### src/verilog/sdram_settings.svh
`ifndef SDRAM_SETTINGS_SVH
`define SDRAM_SETTINGS_SVH

// user side widths
`define SDRAM_DATA_W            32
`define SDRAM_ADDR_W            25

// user address split, row | bank | column from msb down
`define SDRAM_ROW_W             12
`define SDRAM_BANK_W            2
`define SDRAM_COL_W             11

// device address pins
`define SDRAM_PIN_A_W           16
`define SDRAM_ALL_BANKS_BIT     13

// delay counter loads, the wait lasts load + 1 cycles
`define SDRAM_T_ACT             2
`define SDRAM_T_PRE             2
`define SDRAM_T_CASL            2
`define SDRAM_T_REF             6

`define SDRAM_REFRESH_INTERVAL  750

`endif

### src/verilog/sdram_pkg.sv
package sdram_pkg;

    // cs, ras, cas, we from msb down
    typedef enum logic [3:0] {
        CMD_UNSELECTED = 4'b1000,
        CMD_NOP        = 4'b0111,
        CMD_ACTIVE     = 4'b0011,
        CMD_READ       = 4'b0101,
        CMD_WRITE      = 4'b0100,
        CMD_PRECHARGE  = 4'b0010,
        CMD_REFRESH    = 4'b0001
    } sdram_cmd_e;

    // pin view of the same four bits
    typedef struct packed {
        logic cs;
        logic ras;
        logic cas;
        logic we;
    } sdram_pins_t;

    // written as a code, driven out as pins
    typedef union packed {
        sdram_cmd_e  code;
        sdram_pins_t pins;
    } sdram_cmd_u;

endpackage

### src/verilog/sdram_ifs.sv
`timescale 1ns/100ps
`include "sdram_settings.svh"

// queued user request, handed to the command FSM
interface req_if;
    logic                     pending;
    logic                     rw;
    logic [`SDRAM_ADDR_W-1:0] addr;
    logic [`SDRAM_DATA_W-1:0] data;
    logic                     take;

    modport source (output pending, rw, addr, data, input take);
    modport sink (input pending, rw, addr, data, output take);
endinterface

// open row lookup and update
interface row_track_if;
    logic [`SDRAM_BANK_W-1:0] bank;
    logic [`SDRAM_ROW_W-1:0]  row;
    logic                     open_row;
    logic                     close_bank;
    logic                     close_all;
    logic                     bank_open;
    logic                     row_hit;

    modport tracker (
        input  bank, row, open_row, close_bank, close_all,
        output bank_open, row_hit
    );
    modport ctrl (
        output bank, row, open_row, close_bank, close_all,
        input  bank_open, row_hit
    );
endinterface

### src/verilog/request_queue.sv
`timescale 1ns/100ps
`include "sdram_settings.svh"

module request_queue (
    input  logic                     clk,
    input  logic                     rst,
    input  logic                     in_valid,
    input  logic                     rw,
    input  logic [`SDRAM_ADDR_W-1:0] user_addr,
    input  logic [`SDRAM_DATA_W-1:0] data_in,
    output logic                     busy,
    req_if.source                    req
);

    logic pending_q;
    logic busy_q;
    logic accept;
    logic pending_d;

    // new requests only when the slot is empty
    assign accept = in_valid && !busy_q;

    always_comb begin
        pending_d = pending_q;
        if (accept) begin
            pending_d = 1'b1;
        end else if (req.take) begin
            pending_d = 1'b0;
        end
    end

    // busy held high through reset, slot starts empty
    always_ff @(posedge clk) begin
        if (rst) begin
            pending_q <= 1'b0;
            busy_q    <= 1'b1;
        end else begin
            pending_q <= pending_d;
            busy_q    <= pending_d;
        end
    end

    always_ff @(posedge clk) begin
        if (accept) begin
            req.rw   <= rw;
            req.addr <= user_addr;
            req.data <= data_in;
        end
    end

    assign req.pending = pending_q;
    assign busy        = busy_q;

endmodule

### src/verilog/refresh_timer.sv
`timescale 1ns/100ps
`include "sdram_settings.svh"

module refresh_timer (
    input  logic clk,
    input  logic rst,
    input  logic refresh_ack,
    output logic refresh_pending
);

    localparam int CNT_W = $clog2(`SDRAM_REFRESH_INTERVAL + 1);

    logic [CNT_W-1:0] count_q;
    logic             flag_q;
    logic             wrap;

    assign wrap = (count_q == CNT_W'(`SDRAM_REFRESH_INTERVAL));

    always_ff @(posedge clk) begin
        if (rst) begin
            count_q <= '0;
            flag_q  <= 1'b0;
        end else begin
            count_q <= wrap ? '0 : count_q + 1'b1;
            // a fresh interval wins over a late ack
            if (wrap) begin
                flag_q <= 1'b1;
            end else if (refresh_ack) begin
                flag_q <= 1'b0;
            end
        end
    end

    assign refresh_pending = flag_q;

endmodule

### src/verilog/bank_row_tracker.sv
`timescale 1ns/100ps
`include "sdram_settings.svh"

module bank_row_tracker (
    input  logic          clk,
    input  logic          rst,
    row_track_if.tracker  rt
);

    localparam int NUM_BANKS = 1 << `SDRAM_BANK_W;

    logic [NUM_BANKS-1:0]    open_q;
    logic [`SDRAM_ROW_W-1:0] row_q [NUM_BANKS];

    // open bits, precharge beats activate
    always_ff @(posedge clk) begin
        if (rst) begin
            open_q <= '0;
        end else if (rt.close_all) begin
            open_q <= '0;
        end else if (rt.close_bank) begin
            open_q[rt.bank] <= 1'b0;
        end else if (rt.open_row) begin
            open_q[rt.bank] <= 1'b1;
        end
    end

    // row address only matters while the bank is open
    always_ff @(posedge clk) begin
        if (rt.open_row) begin
            row_q[rt.bank] <= rt.row;
        end
    end

    assign rt.bank_open = open_q[rt.bank];
    assign rt.row_hit   = open_q[rt.bank] && (row_q[rt.bank] == rt.row);

endmodule

### src/verilog/sdram_cmd_fsm.sv
`timescale 1ns/100ps
`include "sdram_settings.svh"

module sdram_cmd_fsm
    import sdram_pkg::*;
(
    input  logic                      clk,
    input  logic                      rst,
    input  logic                      refresh_pending,
    output logic                      refresh_ack,
    req_if.sink                       req,
    row_track_if.ctrl                 rt,
    output logic                      out_valid,
    output logic [`SDRAM_DATA_W-1:0]  data_out,
    output logic                      sdram_cle,
    output logic                      sdram_cs,
    output logic                      sdram_ras,
    output logic                      sdram_cas,
    output logic                      sdram_we,
    output logic [`SDRAM_BANK_W-1:0]  sdram_ba,
    output logic [`SDRAM_PIN_A_W-1:0] sdram_a,
    output logic [`SDRAM_DATA_W-1:0]  sdram_dqo,
    output logic                      sdram_dq_oe,
    input  logic [`SDRAM_DATA_W-1:0]  sdram_dqi
);

    localparam logic [2:0] IDLE = 3'd0, ACTIVATE = 3'd1, READ = 3'd2, READ_RES = 3'd3;
    localparam logic [2:0] WRITE = 3'd4, PRECHARGE = 3'd5, REFRESH = 3'd6, WAIT = 3'd7;
    localparam int DLY_W = 4;
    localparam int COL_LO = `SDRAM_COL_W;
    localparam int ROW_LO = `SDRAM_COL_W + `SDRAM_BANK_W;
    // idle gap after read data before the next request, 11 cycles
    localparam logic [DLY_W-1:0] READ_HOLD = DLY_W'(10);

    logic [2:0]                state_q, state_d, next_q, next_d;
    logic [DLY_W-1:0]          delay_q, delay_d;
    logic                      pre_all_q, pre_all_d;
    logic                      rw_q, cle_q, oe_q, out_valid_q;
    logic [`SDRAM_ADDR_W-1:0]  addr_q, key_addr;
    logic [`SDRAM_DATA_W-1:0]  wr_data_q, dq_q, dqi_q, rd_data_q;
    logic [`SDRAM_BANK_W-1:0]  ba_q, ba_d;
    logic [`SDRAM_PIN_A_W-1:0] a_q, a_d;
    sdram_cmd_u                sdram_cmd, cmd_d;

    // lookup key follows the queue in IDLE, the latched request otherwise
    assign key_addr   = (state_q == IDLE) ? req.addr : addr_q;
    assign rt.bank    = key_addr[COL_LO +: `SDRAM_BANK_W];
    assign rt.row     = key_addr[ROW_LO +: `SDRAM_ROW_W];
    assign rt.open_row   = (state_q == ACTIVATE);
    assign rt.close_bank = (state_q == PRECHARGE) && !pre_all_q;
    assign rt.close_all  = (state_q == PRECHARGE) && pre_all_q;

    assign refresh_ack = (state_q == IDLE) && refresh_pending;
    assign req.take    = (state_q == IDLE) && !refresh_pending && req.pending;

    always_comb begin
        state_d    = state_q;
        next_d     = next_q;
        delay_d    = delay_q;
        pre_all_d  = pre_all_q;
        cmd_d.code = CMD_NOP;
        ba_d       = addr_q[COL_LO +: `SDRAM_BANK_W];
        a_d        = '0;
        case (state_q)
            IDLE: begin
                if (refresh_pending) begin
                    state_d   = PRECHARGE;
                    next_d    = REFRESH;
                    pre_all_d = 1'b1;
                end else if (req.pending) begin
                    pre_all_d = 1'b0;
                    if (rt.row_hit) begin
                        state_d = req.rw ? WRITE : READ;
                    end else if (rt.bank_open) begin
                        // another row open in this bank
                        state_d = PRECHARGE;
                        next_d  = ACTIVATE;
                    end else begin
                        state_d = ACTIVATE;
                    end
                end
            end
            ACTIVATE: begin
                cmd_d.code = CMD_ACTIVE;
                a_d        = `SDRAM_PIN_A_W'(addr_q[ROW_LO +: `SDRAM_ROW_W]);
                delay_d    = DLY_W'(`SDRAM_T_ACT);
                next_d     = rw_q ? WRITE : READ;
                state_d    = WAIT;
            end
            READ: begin
                cmd_d.code = CMD_READ;
                a_d        = `SDRAM_PIN_A_W'({addr_q[`SDRAM_COL_W-1:0], 2'b00});
                delay_d    = DLY_W'(`SDRAM_T_CASL);
                next_d     = READ_RES;
                state_d    = WAIT;
            end
            READ_RES: begin
                delay_d = READ_HOLD;
                next_d  = IDLE;
                state_d = WAIT;
            end
            WRITE: begin
                cmd_d.code = CMD_WRITE;
                a_d        = `SDRAM_PIN_A_W'({addr_q[`SDRAM_COL_W-1:0], 2'b00});
                state_d    = IDLE;
            end
            PRECHARGE: begin
                cmd_d.code = CMD_PRECHARGE;
                a_d[`SDRAM_ALL_BANKS_BIT] = pre_all_q;
                delay_d    = DLY_W'(`SDRAM_T_PRE);
                state_d    = WAIT;
            end
            REFRESH: begin
                cmd_d.code = CMD_REFRESH;
                delay_d    = DLY_W'(`SDRAM_T_REF);
                next_d     = IDLE;
                state_d    = WAIT;
            end
            default: begin
                if (delay_q == '0) begin
                    state_d = next_q;
                end else begin
                    delay_d = delay_q - 1'b1;
                end
            end
        endcase
    end

    always_ff @(posedge clk) begin
        if (rst) begin
            state_q        <= IDLE;
            next_q         <= IDLE;
            delay_q        <= '0;
            pre_all_q      <= 1'b0;
            sdram_cmd.code <= CMD_NOP;
            cle_q          <= 1'b0;
            oe_q           <= 1'b0;
            out_valid_q    <= 1'b0;
        end else begin
            state_q     <= state_d;
            next_q      <= next_d;
            delay_q     <= delay_d;
            pre_all_q   <= pre_all_d;
            sdram_cmd   <= cmd_d;
            cle_q       <= 1'b1;
            oe_q        <= (state_q == WRITE);
            out_valid_q <= (state_q == READ_RES);
        end
    end

    always_ff @(posedge clk) begin
        ba_q  <= ba_d;
        a_q   <= a_d;
        dqi_q <= sdram_dqi;
        if (req.take) begin
            rw_q      <= req.rw;
            addr_q    <= req.addr;
            wr_data_q <= req.data;
        end
        if (state_q == WRITE) begin
            dq_q <= wr_data_q;
        end
        if (state_q == READ_RES) begin
            rd_data_q <= dqi_q;
        end
    end

    assign sdram_cle   = cle_q;
    assign sdram_cs    = sdram_cmd.pins.cs;
    assign sdram_ras   = sdram_cmd.pins.ras;
    assign sdram_cas   = sdram_cmd.pins.cas;
    assign sdram_we    = sdram_cmd.pins.we;
    assign sdram_ba    = ba_q;
    assign sdram_a     = a_q;
    assign sdram_dqo   = dq_q;
    assign sdram_dq_oe = oe_q;
    assign out_valid   = out_valid_q;
    assign data_out    = rd_data_q;

endmodule

### src/verilog/sdram_ctrl_top.sv
`timescale 1ns/100ps
`include "sdram_settings.svh"

module sdram_ctrl_top (
    input  logic                      clk,
    input  logic                      rst,
    input  logic                      rw,
    input  logic                      in_valid,
    input  logic [`SDRAM_ADDR_W-1:0]  user_addr,
    input  logic [`SDRAM_DATA_W-1:0]  data_in,
    input  logic [`SDRAM_DATA_W-1:0]  sdram_dqi,
    output logic                      busy,
    output logic                      out_valid,
    output logic [`SDRAM_DATA_W-1:0]  data_out,
    output logic                      sdram_cle,
    output logic                      sdram_cs,
    output logic                      sdram_ras,
    output logic                      sdram_cas,
    output logic                      sdram_we,
    output logic [`SDRAM_BANK_W-1:0]  sdram_ba,
    output logic [`SDRAM_PIN_A_W-1:0] sdram_a,
    output logic [`SDRAM_DATA_W-1:0]  sdram_dqo,
    output logic                      sdram_dq_oe
);

    logic refresh_pending;
    logic refresh_ack;

    req_if       i_req ();
    row_track_if i_row_track ();

    request_queue i_request_queue (
        .clk       (clk),
        .rst       (rst),
        .in_valid  (in_valid),
        .rw        (rw),
        .user_addr (user_addr),
        .data_in   (data_in),
        .busy      (busy),
        .req       (i_req.source)
    );

    refresh_timer i_refresh_timer (
        .clk             (clk),
        .rst             (rst),
        .refresh_ack     (refresh_ack),
        .refresh_pending (refresh_pending)
    );

    bank_row_tracker i_bank_row_tracker (
        .clk (clk),
        .rst (rst),
        .rt  (i_row_track.tracker)
    );

    sdram_cmd_fsm i_sdram_cmd_fsm (
        .clk             (clk),
        .rst             (rst),
        .refresh_pending (refresh_pending),
        .refresh_ack     (refresh_ack),
        .req             (i_req.sink),
        .rt              (i_row_track.ctrl),
        .out_valid       (out_valid),
        .data_out        (data_out),
        .sdram_cle       (sdram_cle),
        .sdram_cs        (sdram_cs),
        .sdram_ras       (sdram_ras),
        .sdram_cas       (sdram_cas),
        .sdram_we        (sdram_we),
        .sdram_ba        (sdram_ba),
        .sdram_a         (sdram_a),
        .sdram_dqo       (sdram_dqo),
        .sdram_dq_oe     (sdram_dq_oe),
        .sdram_dqi       (sdram_dqi)
    );

endmodule

### config.mk
export PLATFORM = sky130hd
export DESIGN_NAME = sdram_ctrl_top
export DESIGN_NICKNAME = d
export VERILOG_FILES = /design/src/verilog/sdram_pkg.sv /design/src/verilog/sdram_ifs.sv /design/src/verilog/request_queue.sv /design/src/verilog/refresh_timer.sv /design/src/verilog/bank_row_tracker.sv /design/src/verilog/sdram_cmd_fsm.sv /design/src/verilog/sdram_ctrl_top.sv
export VERILOG_INCLUDE_DIRS = /design/src /design/src/verilog
export SDC_FILE = /design/constraint.sdc
export NUM_CORES = 1
export LEC_CHECK = 0
export BUFFER_PORTS_ARGS = -buffer_cell sky130_fd_sc_hd__buf_2
export CORE_MARGIN = 3
export CORE_UTILIZATION = 55
export CTS_CLUSTER_DIAMETER = 50
export DETAILED_ROUTE_END_ITERATION = 7
export GPL_ROUTABILITY_DRIVEN = 0
export GPL_TIMING_DRIVEN = 0
export PLACE_DENSITY = 0.78
export SKIP_CTS_REPAIR_TIMING = 1
export SLEW_MARGIN = 20
export SYNTH_ARGS = -nofsm -noshare
export SYNTH_HDL_FRONTEND = slang
export SYNTH_SLANG_ARGS = --single-unit
### constraint.sdc
create_clock -name clk -period 6.49 [get_ports clk]
set_input_delay 1.298 -clock clk [delete_from_list [all_inputs] [get_ports clk]]
set_output_delay 1.298 -clock clk [all_outputs]
set_load 0.005 [all_outputs]
==> results of run 1 <==
## cell usage after synthesis (11+ instances only)
cell        n  area share
o21ai_0    26       0.012
nor2_1     32       0.011
clkbuf_1   13      0.0045
mux2i_1    50       0.046
inv_1      11      0.0038
nand2_1    61       0.021
nand3_1    16      0.0074
a22oi_1    11      0.0076
a21oi_1    15      0.0069
xnor2_1    12      0.0097
edfxtp_1  228        0.63
dfxtp_1    82        0.15
## cells in the final DEF, fill, tap and decap left out, types with 6 or more instances in the layout
cell type	Yosys	final
xor2_1	8	8
inv_1	11	11
clkinv_1	1	7
mux2i_1	50	50
o21ai_0	26	26
nor2_1	32	31
clkinv_2	0	6
buf_2	9	188
xnor2_1	12	12
a22oi_1	11	11
nand3_1	16	16
buf_4	5	6
nand2_1	61	61
edfxtp_1	228	228
a21oi_1	15	15
clkbuf_16	0	30
clkbuf_1	13	16
dfxtp_1	82	82
nor3_1	9	7
and3_1	7	7
## cells by family after synthesis
logic type	after synthesis	share of synthesized area
compound gates	84	0.0528
fa+ha+maj	3	0.00345
flops	310	0.779
other cells	1	0.000344
xor+xnor	20	0.0161
buf+inv	42	0.0186
simple gates	159	0.0719
mux	57	0.0573
## flip-flops by register name (all words and copies together) (netlist names), 2 cells and up, named ones only
name and flops:
i_sdram_cmd_fsm.sdram_ba 2, i_sdram_cmd_fsm.state_q 3, i_sdram_cmd_fsm.data_out 32, i_sdram_cmd_fsm.sdram_cmd 3
i_sdram_cmd_fsm.delay_q 4, i_bank_row_tracker.row_q 48, i_sdram_cmd_fsm.dqi_q 32, i_request_queue.req.data 32
i_sdram_cmd_fsm.addr_q 25, i_sdram_cmd_fsm.sdram_dqo 32, i_sdram_cmd_fsm.sdram_a 14, i_request_queue.req.addr 25
i_sdram_cmd_fsm.wr_data_q 32, i_refresh_timer.count_q 10, i_sdram_cmd_fsm.next_q 3
## layer usage
metal,share of wire,vias to the layer above
met5,0.00055,-
li1,-,2959
met4,0.024,2
met1,0.37,3113
met3,0.088,51
met2,0.52,292
## worst min path at each step
| stage | start | endpoint | slack (ns) |
|---|---|---|---|
| after global routing | i_sdram_cmd_fsm.wr_data_q[21] | i_sdram_cmd_fsm.sdram_dqo[21] | 0.39 |
| after floorplan | i_sdram_cmd_fsm.addr_q[12] | i_sdram_cmd_fsm.sdram_ba[1] | 0.35 |
| after CTS | i_sdram_cmd_fsm.addr_q[12] | i_sdram_cmd_fsm.sdram_ba[1] | 0.37 |
| final | i_sdram_cmd_fsm.addr_q[12] | i_sdram_cmd_fsm.sdram_ba[1] | 0.37 |
| after global placement | i_sdram_cmd_fsm.addr_q[12] | i_sdram_cmd_fsm.sdram_ba[1] | 0.35 |
| after detailed placement | i_sdram_cmd_fsm.addr_q[12] | i_sdram_cmd_fsm.sdram_ba[1] | 0.36 |
## layout make-up
cell class / count / area [sq um] / area share
sequential: 310 / 8490 / 0.640
multi-input combinational: 326 / 2230 / 0.168
timing repair buffer: 187 / 1030 / 0.0779
clock buffer: 35 / 779 / 0.0587
tap: 260 / 325 / 0.0245
clock inverter: 21 / 206 / 0.0156
buffer: 30 / 159 / 0.0120
inverter: 12 / 45.0 / 0.00339
antenna: 1 / 2.50 / 0.000189
## through the flow
step | std cells | util | area (sq um) | hold WS, ns | setup WS, ns
3_5_place_dp | 1125 | 0.644 | 12300 | 0.359 | 2.94
2_1_floorplan | 678 | - | 10900 | 0.346 | 1.97
4_1_cts | 1181 | 0.695 | 13300 | 0.373 | 2.89
6_report | 1182 | 0.696 | 13300 | 0.369 | 2.88
5_1_grt | 1182 | 0.696 | 13300 | 0.388 | 2.60
3_3_place_gp | 1117 | 0.635 | 12100 | 0.353 | 0.331
## power breakdown
| part | switching [mW] | total [mW] | leakage, nW | internal, mW |
|---|---|---|---|---|
| Clock | 0.731 | 1.72 | 0.484 | 0.986 |
| Sequential | 0.0926 | 2.55 | 2.76 | 2.46 |
| Combinational | 0.873 | 1.37 | 1.80 | 0.496 |
| Total | 1.70 | 5.64 | 5.05 | 3.94 |
==> metrics.txt, run 1 <==
Starting Density 0.571; EDFF count, synth 228; Syn-to-layout area delta 21.9%; met1 usage 0.259; grt ovf 0; Die Area 21,500 sq um; Setup crit start i_sdram_cmd_fsm.state_q[1]; Hold/Removal Path Class flip-flop to flip-flop; Netlist Area Pre-Place 10,900 sq um; Worst Path Arrival 4.06 ns; number of antenna violations at the first check in global routing 2; number of global-route vias before repair 6,558; Via density 5.43; CP Capture Point i_sdram_cmd_fsm.next_q[0]; post-route setup TNS 0 ns; Pwr Total 5.64 mW; post-synth cell types 61; Post-route DRC 0; hold-critical path depth 0; WL final 23.6 mm; reg2reg path depth 11; post-DP HPWL 15.3 mm; R2R Path Start i_sdram_cmd_fsm.state_q[1]; crit path launch type flip-flop; via count 6,417; ys flop type edfxtp_1; post-synthesis instance total 676; Pwr Density 425 nW/um^2; Yosys reg bits 310; Global Route Usage Sum 0.213; VDD IR-drop max 0.304 mV; Slowest-stage cell, CP clkbuf_1; Rows 50; drt pass-1 iters 6; worst path bufs/invs 3; cts bufs inserted 30; Reg-to-Reg End i_sdram_cmd_fsm.next_q[0]; I/O Pins 183; Max clock buf depth 3; WS Path Type flip-flop to flip-flop; Pleak 5.05 nW; Final Hold Viols 0; Max Clock Skew 0.0255 ns; CTS tree yes; Slew @ Worst Pin 0.849 ns; clock sinks 310; maximum clock frequency 0.277 GHz; element type at the critical path end flip-flop; required time of the critical path 6.94 ns; synthesized area per cell 16.1 sq um; Max Cap Violations 0; Final ANT Viol Nets 0; status finished clean; H-tree Lvls 1; fin crit period 3.61 ns; GRT met3 Usage 0.0595; final-stage net count 993; # port buffers 179; part of the cycle the worst path needs 0.557; Crit path largest cell delay 0.58 ns; GRT met2 Usage 0.372; Worst-path clk slew 0.06 ns; crit-path max FO 10; Slew HR 0.434; WP depth 11; core footprint 19,100 sq um; FILL cells 1,155; Worst-Skew Late Latency 0.56 ns; wire length per cell 19.9 microns; largest net degree at the start of global routing 33; Die Y 147 microns; CP top delay family buffers and inverters; Final Setup Violations 0; synth warn 0; register area share after synthesis 0.779; Die Width 147 microns; Synth async-reset ratio 0; R2R Setup Slk 2.88 ns; first-pass GRT wire length 36.0 mm; Initial DRC Count 568; CP Cell Sequence or3_1 > buf_2 > buf_2 > clkbuf_1 > nand2_1 > nand2_1 > o21ai_0 > a2111o_1 > nor4_2 > o211ai_1 > o221a_2; CTS root buf clkbuf_16; fin. max-slew vios 0; gr busiest metal met2; RSZ-0062 raised after global routing no; share of cells above drive strength 1 0.298
No activity file was read; power rests on OpenSTA's default activity.
==> run 2: changes to the inputs <==
CORE_UTILIZATION = 50   (was 55)
PLACE_DENSITY = 0.75   (was 0.78)
clock period = 3.1 ns   (was 6.49 ns; I/O delays follow)
==> run 2 against run 1 <==
Against the previous run: sequential power up 110%; combinational power up 140%; sequential cell count stayed put; die area is 9.6% higher; clock skew shrank 0.011 ns; worst setup slack worse by 2.8 ns; highest routed layer is now met4; via count down 1.5%; global-route usage fell by 3.9 points; total power rose by 110%.
==> metrics.txt, run 2 (synthesized netlist as in run 1, its figures left out) <==
number of antenna violations at the first check in global routing 0; power share of the combinational group 0.266; wire length per cell 17.6 microns; Worst Path Arrival 3.48 ns; Final ANT Viol Nets 0; most common cell after layout, fill and taps aside edfxtp_1; internal power 8.53 mW; crit path launch type flip-flop; Die Y 154 microns; crit-path max FO 8; Starting Density 0.513; maximum clock frequency 0.330 GHz; Pwr Density 887 nW/um^2; fin. max-slew vios 0; Slowest-stage cell, CP or4b_4; CP most frequent cell or4b_4; Worst-path clk slew 0.07 ns; Switching Fraction 0.295; core footprint 21,200 sq um; WL final 21.5 mm; Pleak 5.23 nW; # port buffers 179; Via density 5.18; Final Hold Viols 0; worst path bufs/invs 1; Max Cap Violations 0; required time of the critical path 3.55 ns; Slew @ Worst Pin 0.759 ns; Setup crit start i_request_queue.req.addr[12]; Die Width 154 microns; Worst-Skew Late Latency 0.54 ns; Biggest register i_bank_row_tracker.row_q; Final Setup Violations 0; I/O Pins 183; VDD IR-drop max 0.628 mV; Syn-to-layout area delta 25.3%; status finished clean; post-route setup TNS 0 ns; CP top delay family simple AND/OR/NAND/NOR gates; Rows 53; Max Clock Skew 0.0149 ns; CTS tree yes; Initial DRC Count 442; number of flip-flops in the largest register 48; Crit path largest cell delay 0.52 ns; ant diodes 0; CTS root buf clkbuf_16; post-DP HPWL 14.5 mm; drt pass-1 iters 5; switching pwr 3.57 mW; sequential share of power 0.441; CP Cell Sequence buf_6 > or4b_4 > nand2_4 > mux2_4 > a32oi_1 > or4b_4 > or4_4 > and3_4 > nor4_2; via count 6,321; element type at the critical path end flip-flop; part of the cycle the worst path needs 0.979; Max clock buf depth 3; largest net degree at the start of global routing 33; FILL cells 1,476; H-tree Lvls 1; Post-route DRC 0; Hold/Removal Path Class input pin to flip-flop; first-pass GRT wire length 33.2 mm; WS Path Type flip-flop to flip-flop; fin crit period 3.03 ns; clock network power share 0.293; Die Area 23,600 sq um; Fin Hold WS 0.179 ns; Global Route Usage Sum 0.174; Slew HR 0.494; R2R Setup Slk 0.07 ns; share of cells above drive strength 1 0.335; number of global-route vias before repair 6,276; Pwr Total 12.1 mW; hold path start sdram_dqi[8]; clock sinks 310; most frequent cells in the layout edfxtp_1 (228), buf_2 (181), dfxtp_1 (82); R2R Path Start i_request_queue.req.addr[12]; grt ovf 0; cts bufs inserted 30; final-stage net count 1,018
-- run 2: cell count changes in the layout (fill, tap and decap cells not counted), sizes merged --
cell and delta:
inv +2, diode -1, clkbuf +6, bufinv -2, clkinv -7, clkinvlp +2
buf +24
-- run 2: worst reg2reg max path, stage by stage, from the launching register on --
cell	delay, ns
edfxtp_1	0.36
buf_6	0.15
or4b_4	0.52
nand2_4	0.12
mux2_4	0.30
a32oi_1	0.14
or4b_4	0.52
or4_4	0.52
and3_4	0.20
nor4_2	0.12
-- run 2: layout make-up --
| cell class | count | area [sq um] | area share |
|---|---|---|---|
| Inverter | 12 | 45.0 | 0.00330 |
| Tap cell | 275 | 344 | 0.0252 |
| Multi-Input combinational cell | 326 | 2330 | 0.171 |
| Buffer | 28 | 196 | 0.0144 |
| Clock inverter | 16 | 143 | 0.0105 |
| Sequential cell | 310 | 8490 | 0.622 |
| Timing Repair Buffer | 214 | 1240 | 0.0910 |
| Clock buffer | 40 | 851 | 0.0624 |
-- run 2: worst paths after layout --
path,end,cells after the start
max,i_sdram_cmd_fsm.next_q[1],9
min,i_sdram_cmd_fsm.dqi_q[8],1
max reg2reg,i_sdram_cmd_fsm.next_q[1],9
min reg2reg,i_sdram_cmd_fsm.data_out[13],0
-- run 2: power by group through the flow --
stage / Combinational [mW] / Clock (mW) / Sequential, mW
after floorplan: 1.80 / 0 / 5.40
after global placement: 2.61 / 0 / 5.40
after detailed placement: 2.74 / 0 / 5.41
after CTS: 2.76 / 3.61 / 5.33
after global routing: 3.50 / 3.76 / 5.38
final: 3.22 / 3.55 / 5.33
-- run 2: metal layers --
metal,vias to the layer above,part of all wire,global-route usage
met5,-,0,0
met4,0,0.023,0.0576
met3,40,0.091,0.0577
met2,258,0.48,0.286
met1,3008,0.40,0.221
li1,3015,-,-
-- run 2: per-stage QoR --
| stage | setup slack (ns) | utilization | cells | area, sq um |
|---|---|---|---|---|
| floorplan | 0.115 | - | 678 | 10900 |
| finish | 0.0666 | 0.643 | 1221 | 13600 |
| global placement | -0.703 | 0.572 | 1132 | 12100 |
| global route | -0.0163 | 0.643 | 1221 | 13600 |
| CTS | -0.401 | 0.626 | 1195 | 13300 |
| detailed placement | -0.377 | 0.579 | 1139 | 12300 |
==> run 3: changes to the inputs <==
GPL_TIMING_DRIVEN = 1   (was 0)
SLEW_MARGIN = not set   (was 20)
clock period = 2.7 ns   (was 3.1 ns; I/O delays follow)
==> run 3 against run 2 <==
Against the previous run: the run now ends with setup timing left; largest cell class unchanged; critical path type unchanged; non-clock buffer count increased by 3; die area unchanged; core utilization increased by 1.2 points; critical endpoint unchanged; fmax increased by 4.4%; first-iteration DRC count increased by 21%.
==> metrics.txt, run 3 (synthesized netlist as in run 1, its figures left out) <==
wire length per cell 18.8 microns; RSZ-0062 raised after global routing yes; Pleak 5.36 nW; DP Area 12,500 sq um; reg2reg path depth 9; VDD IR-drop max 0.718 mV; final-stage net count 1,026; maximum clock frequency 0.344 GHz; via count 6,583; Fin Hold WS 0.125 ns; number of antenna violations at the first check in global routing 2; Post-route DRC 0; grt ovf 0; final critical-path setup slack -0.205 ns; Die Width 154 microns; fin crit period 2.91 ns; Design Area, Final 13,900 sq um; crit path launch type flip-flop; drt pass-1 iters 5; Pwr Total 14.9 mW; status finished with violations; Slew @ Worst Pin 0.787 ns; Syn-to-layout area delta 27.7%; first-pass GRT wire length 35.5 mm; largest net degree at the start of global routing 60; post-route setup TNS -0.881 ns; final core utilization 0.655; element type at the critical path end flip-flop; Starting Density 0.513; Die Area 23,600 sq um; hold-critical path depth 1; Initial DRC Count 533; # port buffers 179; Max Cap Violations 0; Pwr Density 1070 nW/um^2; fin. max-slew vios 0; Biggest register i_bank_row_tracker.row_q; crit-path max FO 6; Worst-Skew Late Latency 0.51 ns; WL final 23.1 mm; most frequent cells in the layout edfxtp_1 (228), buf_2 (179), dfxtp_1 (79); Global Route Usage Sum 0.191; Worst Path Arrival 3.32 ns; Final Hold Viols 0; Rows 53; post-route insts no fill 1,232; Max clock buf depth 3; Max Clock Skew 0.0177 ns; clock sinks 310; share of cells above drive strength 1 0.364; cts bufs inserted 35; part of the cycle the worst path needs 1.08; Worst-path clk slew 0.06 ns; CTS tree yes; CTS root buf clkbuf_16; DP Cell Count 1,165; DP Worst Slack -0.322 ns; WS Path Type flip-flop to flip-flop; number of flip-flops in the largest register 48; most common cell after layout, fill and taps aside edfxtp_1; ant diodes 0; Slew HR 0.473; Final Setup Violations 5; violations in the final reports setup timing; number of global-route vias before repair 6,633; H-tree Lvls 2; Via density 5.34; core footprint 21,200 sq um; Final ANT Viol Nets 0; required time of the critical path 3.12 ns; Die Y 154 microns; I/O Pins 183; Hold/Removal Path Class input pin to flip-flop; post-DP HPWL 15.0 mm
-- run 3: cell types whose count changed in the layout (fill, tap and decap cells not counted), sizes merged --
cell      previous run  this run
buf                228       245
clkinvlp             3         2
clkbuf              54        45
bufinv               1         3
clkinv               9        13
inv                 15        13
-- run 3: where the power goes --
| group | internal, mW | switching, mW | total [mW] |
|---|---|---|---|
| registers | 5.92 | 0.242 | 6.16 |
| logic | 1.80 | 2.22 | 4.02 |
| clock network | 2.89 | 1.81 | 4.69 |
| total | 10.6 | 4.27 | 14.9 |
-- run 3: final timing paths --
check / from / endpoint / slack [ns]
setup reg to reg: i_sdram_cmd_fsm.state_q[2] / i_sdram_cmd_fsm.next_q[1] / -0.21
hold / removal: sdram_dqi[16] / i_sdram_cmd_fsm.dqi_q[16] / 0.13
hold reg to reg: i_sdram_cmd_fsm.dqi_q[23] / i_sdram_cmd_fsm.data_out[23] / 0.40
setup / recovery: i_sdram_cmd_fsm.state_q[2] / i_sdram_cmd_fsm.next_q[1] / -0.21
-- run 3: routing by layer --
metal | track usage | vias up | part of all wire | routed length [microns]
met2 | 0.323 | 275 | 0.50 | 11600
met1 | 0.231 | 3208 | 0.38 | 8830
met3 | 0.0656 | 53 | 0.092 | 2120
met5 | 0 | - | 0.0012 | 27
li1 | - | 3043 | - | -
met4 | 0.0639 | 4 | 0.024 | 565
-- run 3: cell type report --
cell class | instances | area (sq um)
sequential | 310 | 8490
fill | 1461 | 7320
multi-input combinational | 326 | 2390
timing repair buffer | 245 | 1440
clock buffer | 45 | 985
tap | 275 | 344
clock inverter | 19 | 199
inverter | 12 | 45.0
-- run 3: critical path, cell delays in order (launching register included) --
cell and delay (ns):
dfxtp_4 0.36, or4b_4 0.56, nand2_4 0.11, buf_6 0.12
mux2i_4 0.22, xnor2_1 0.08, or4b_4 0.54, or4_4 0.51
and3_4 0.20, nor4_2 0.12
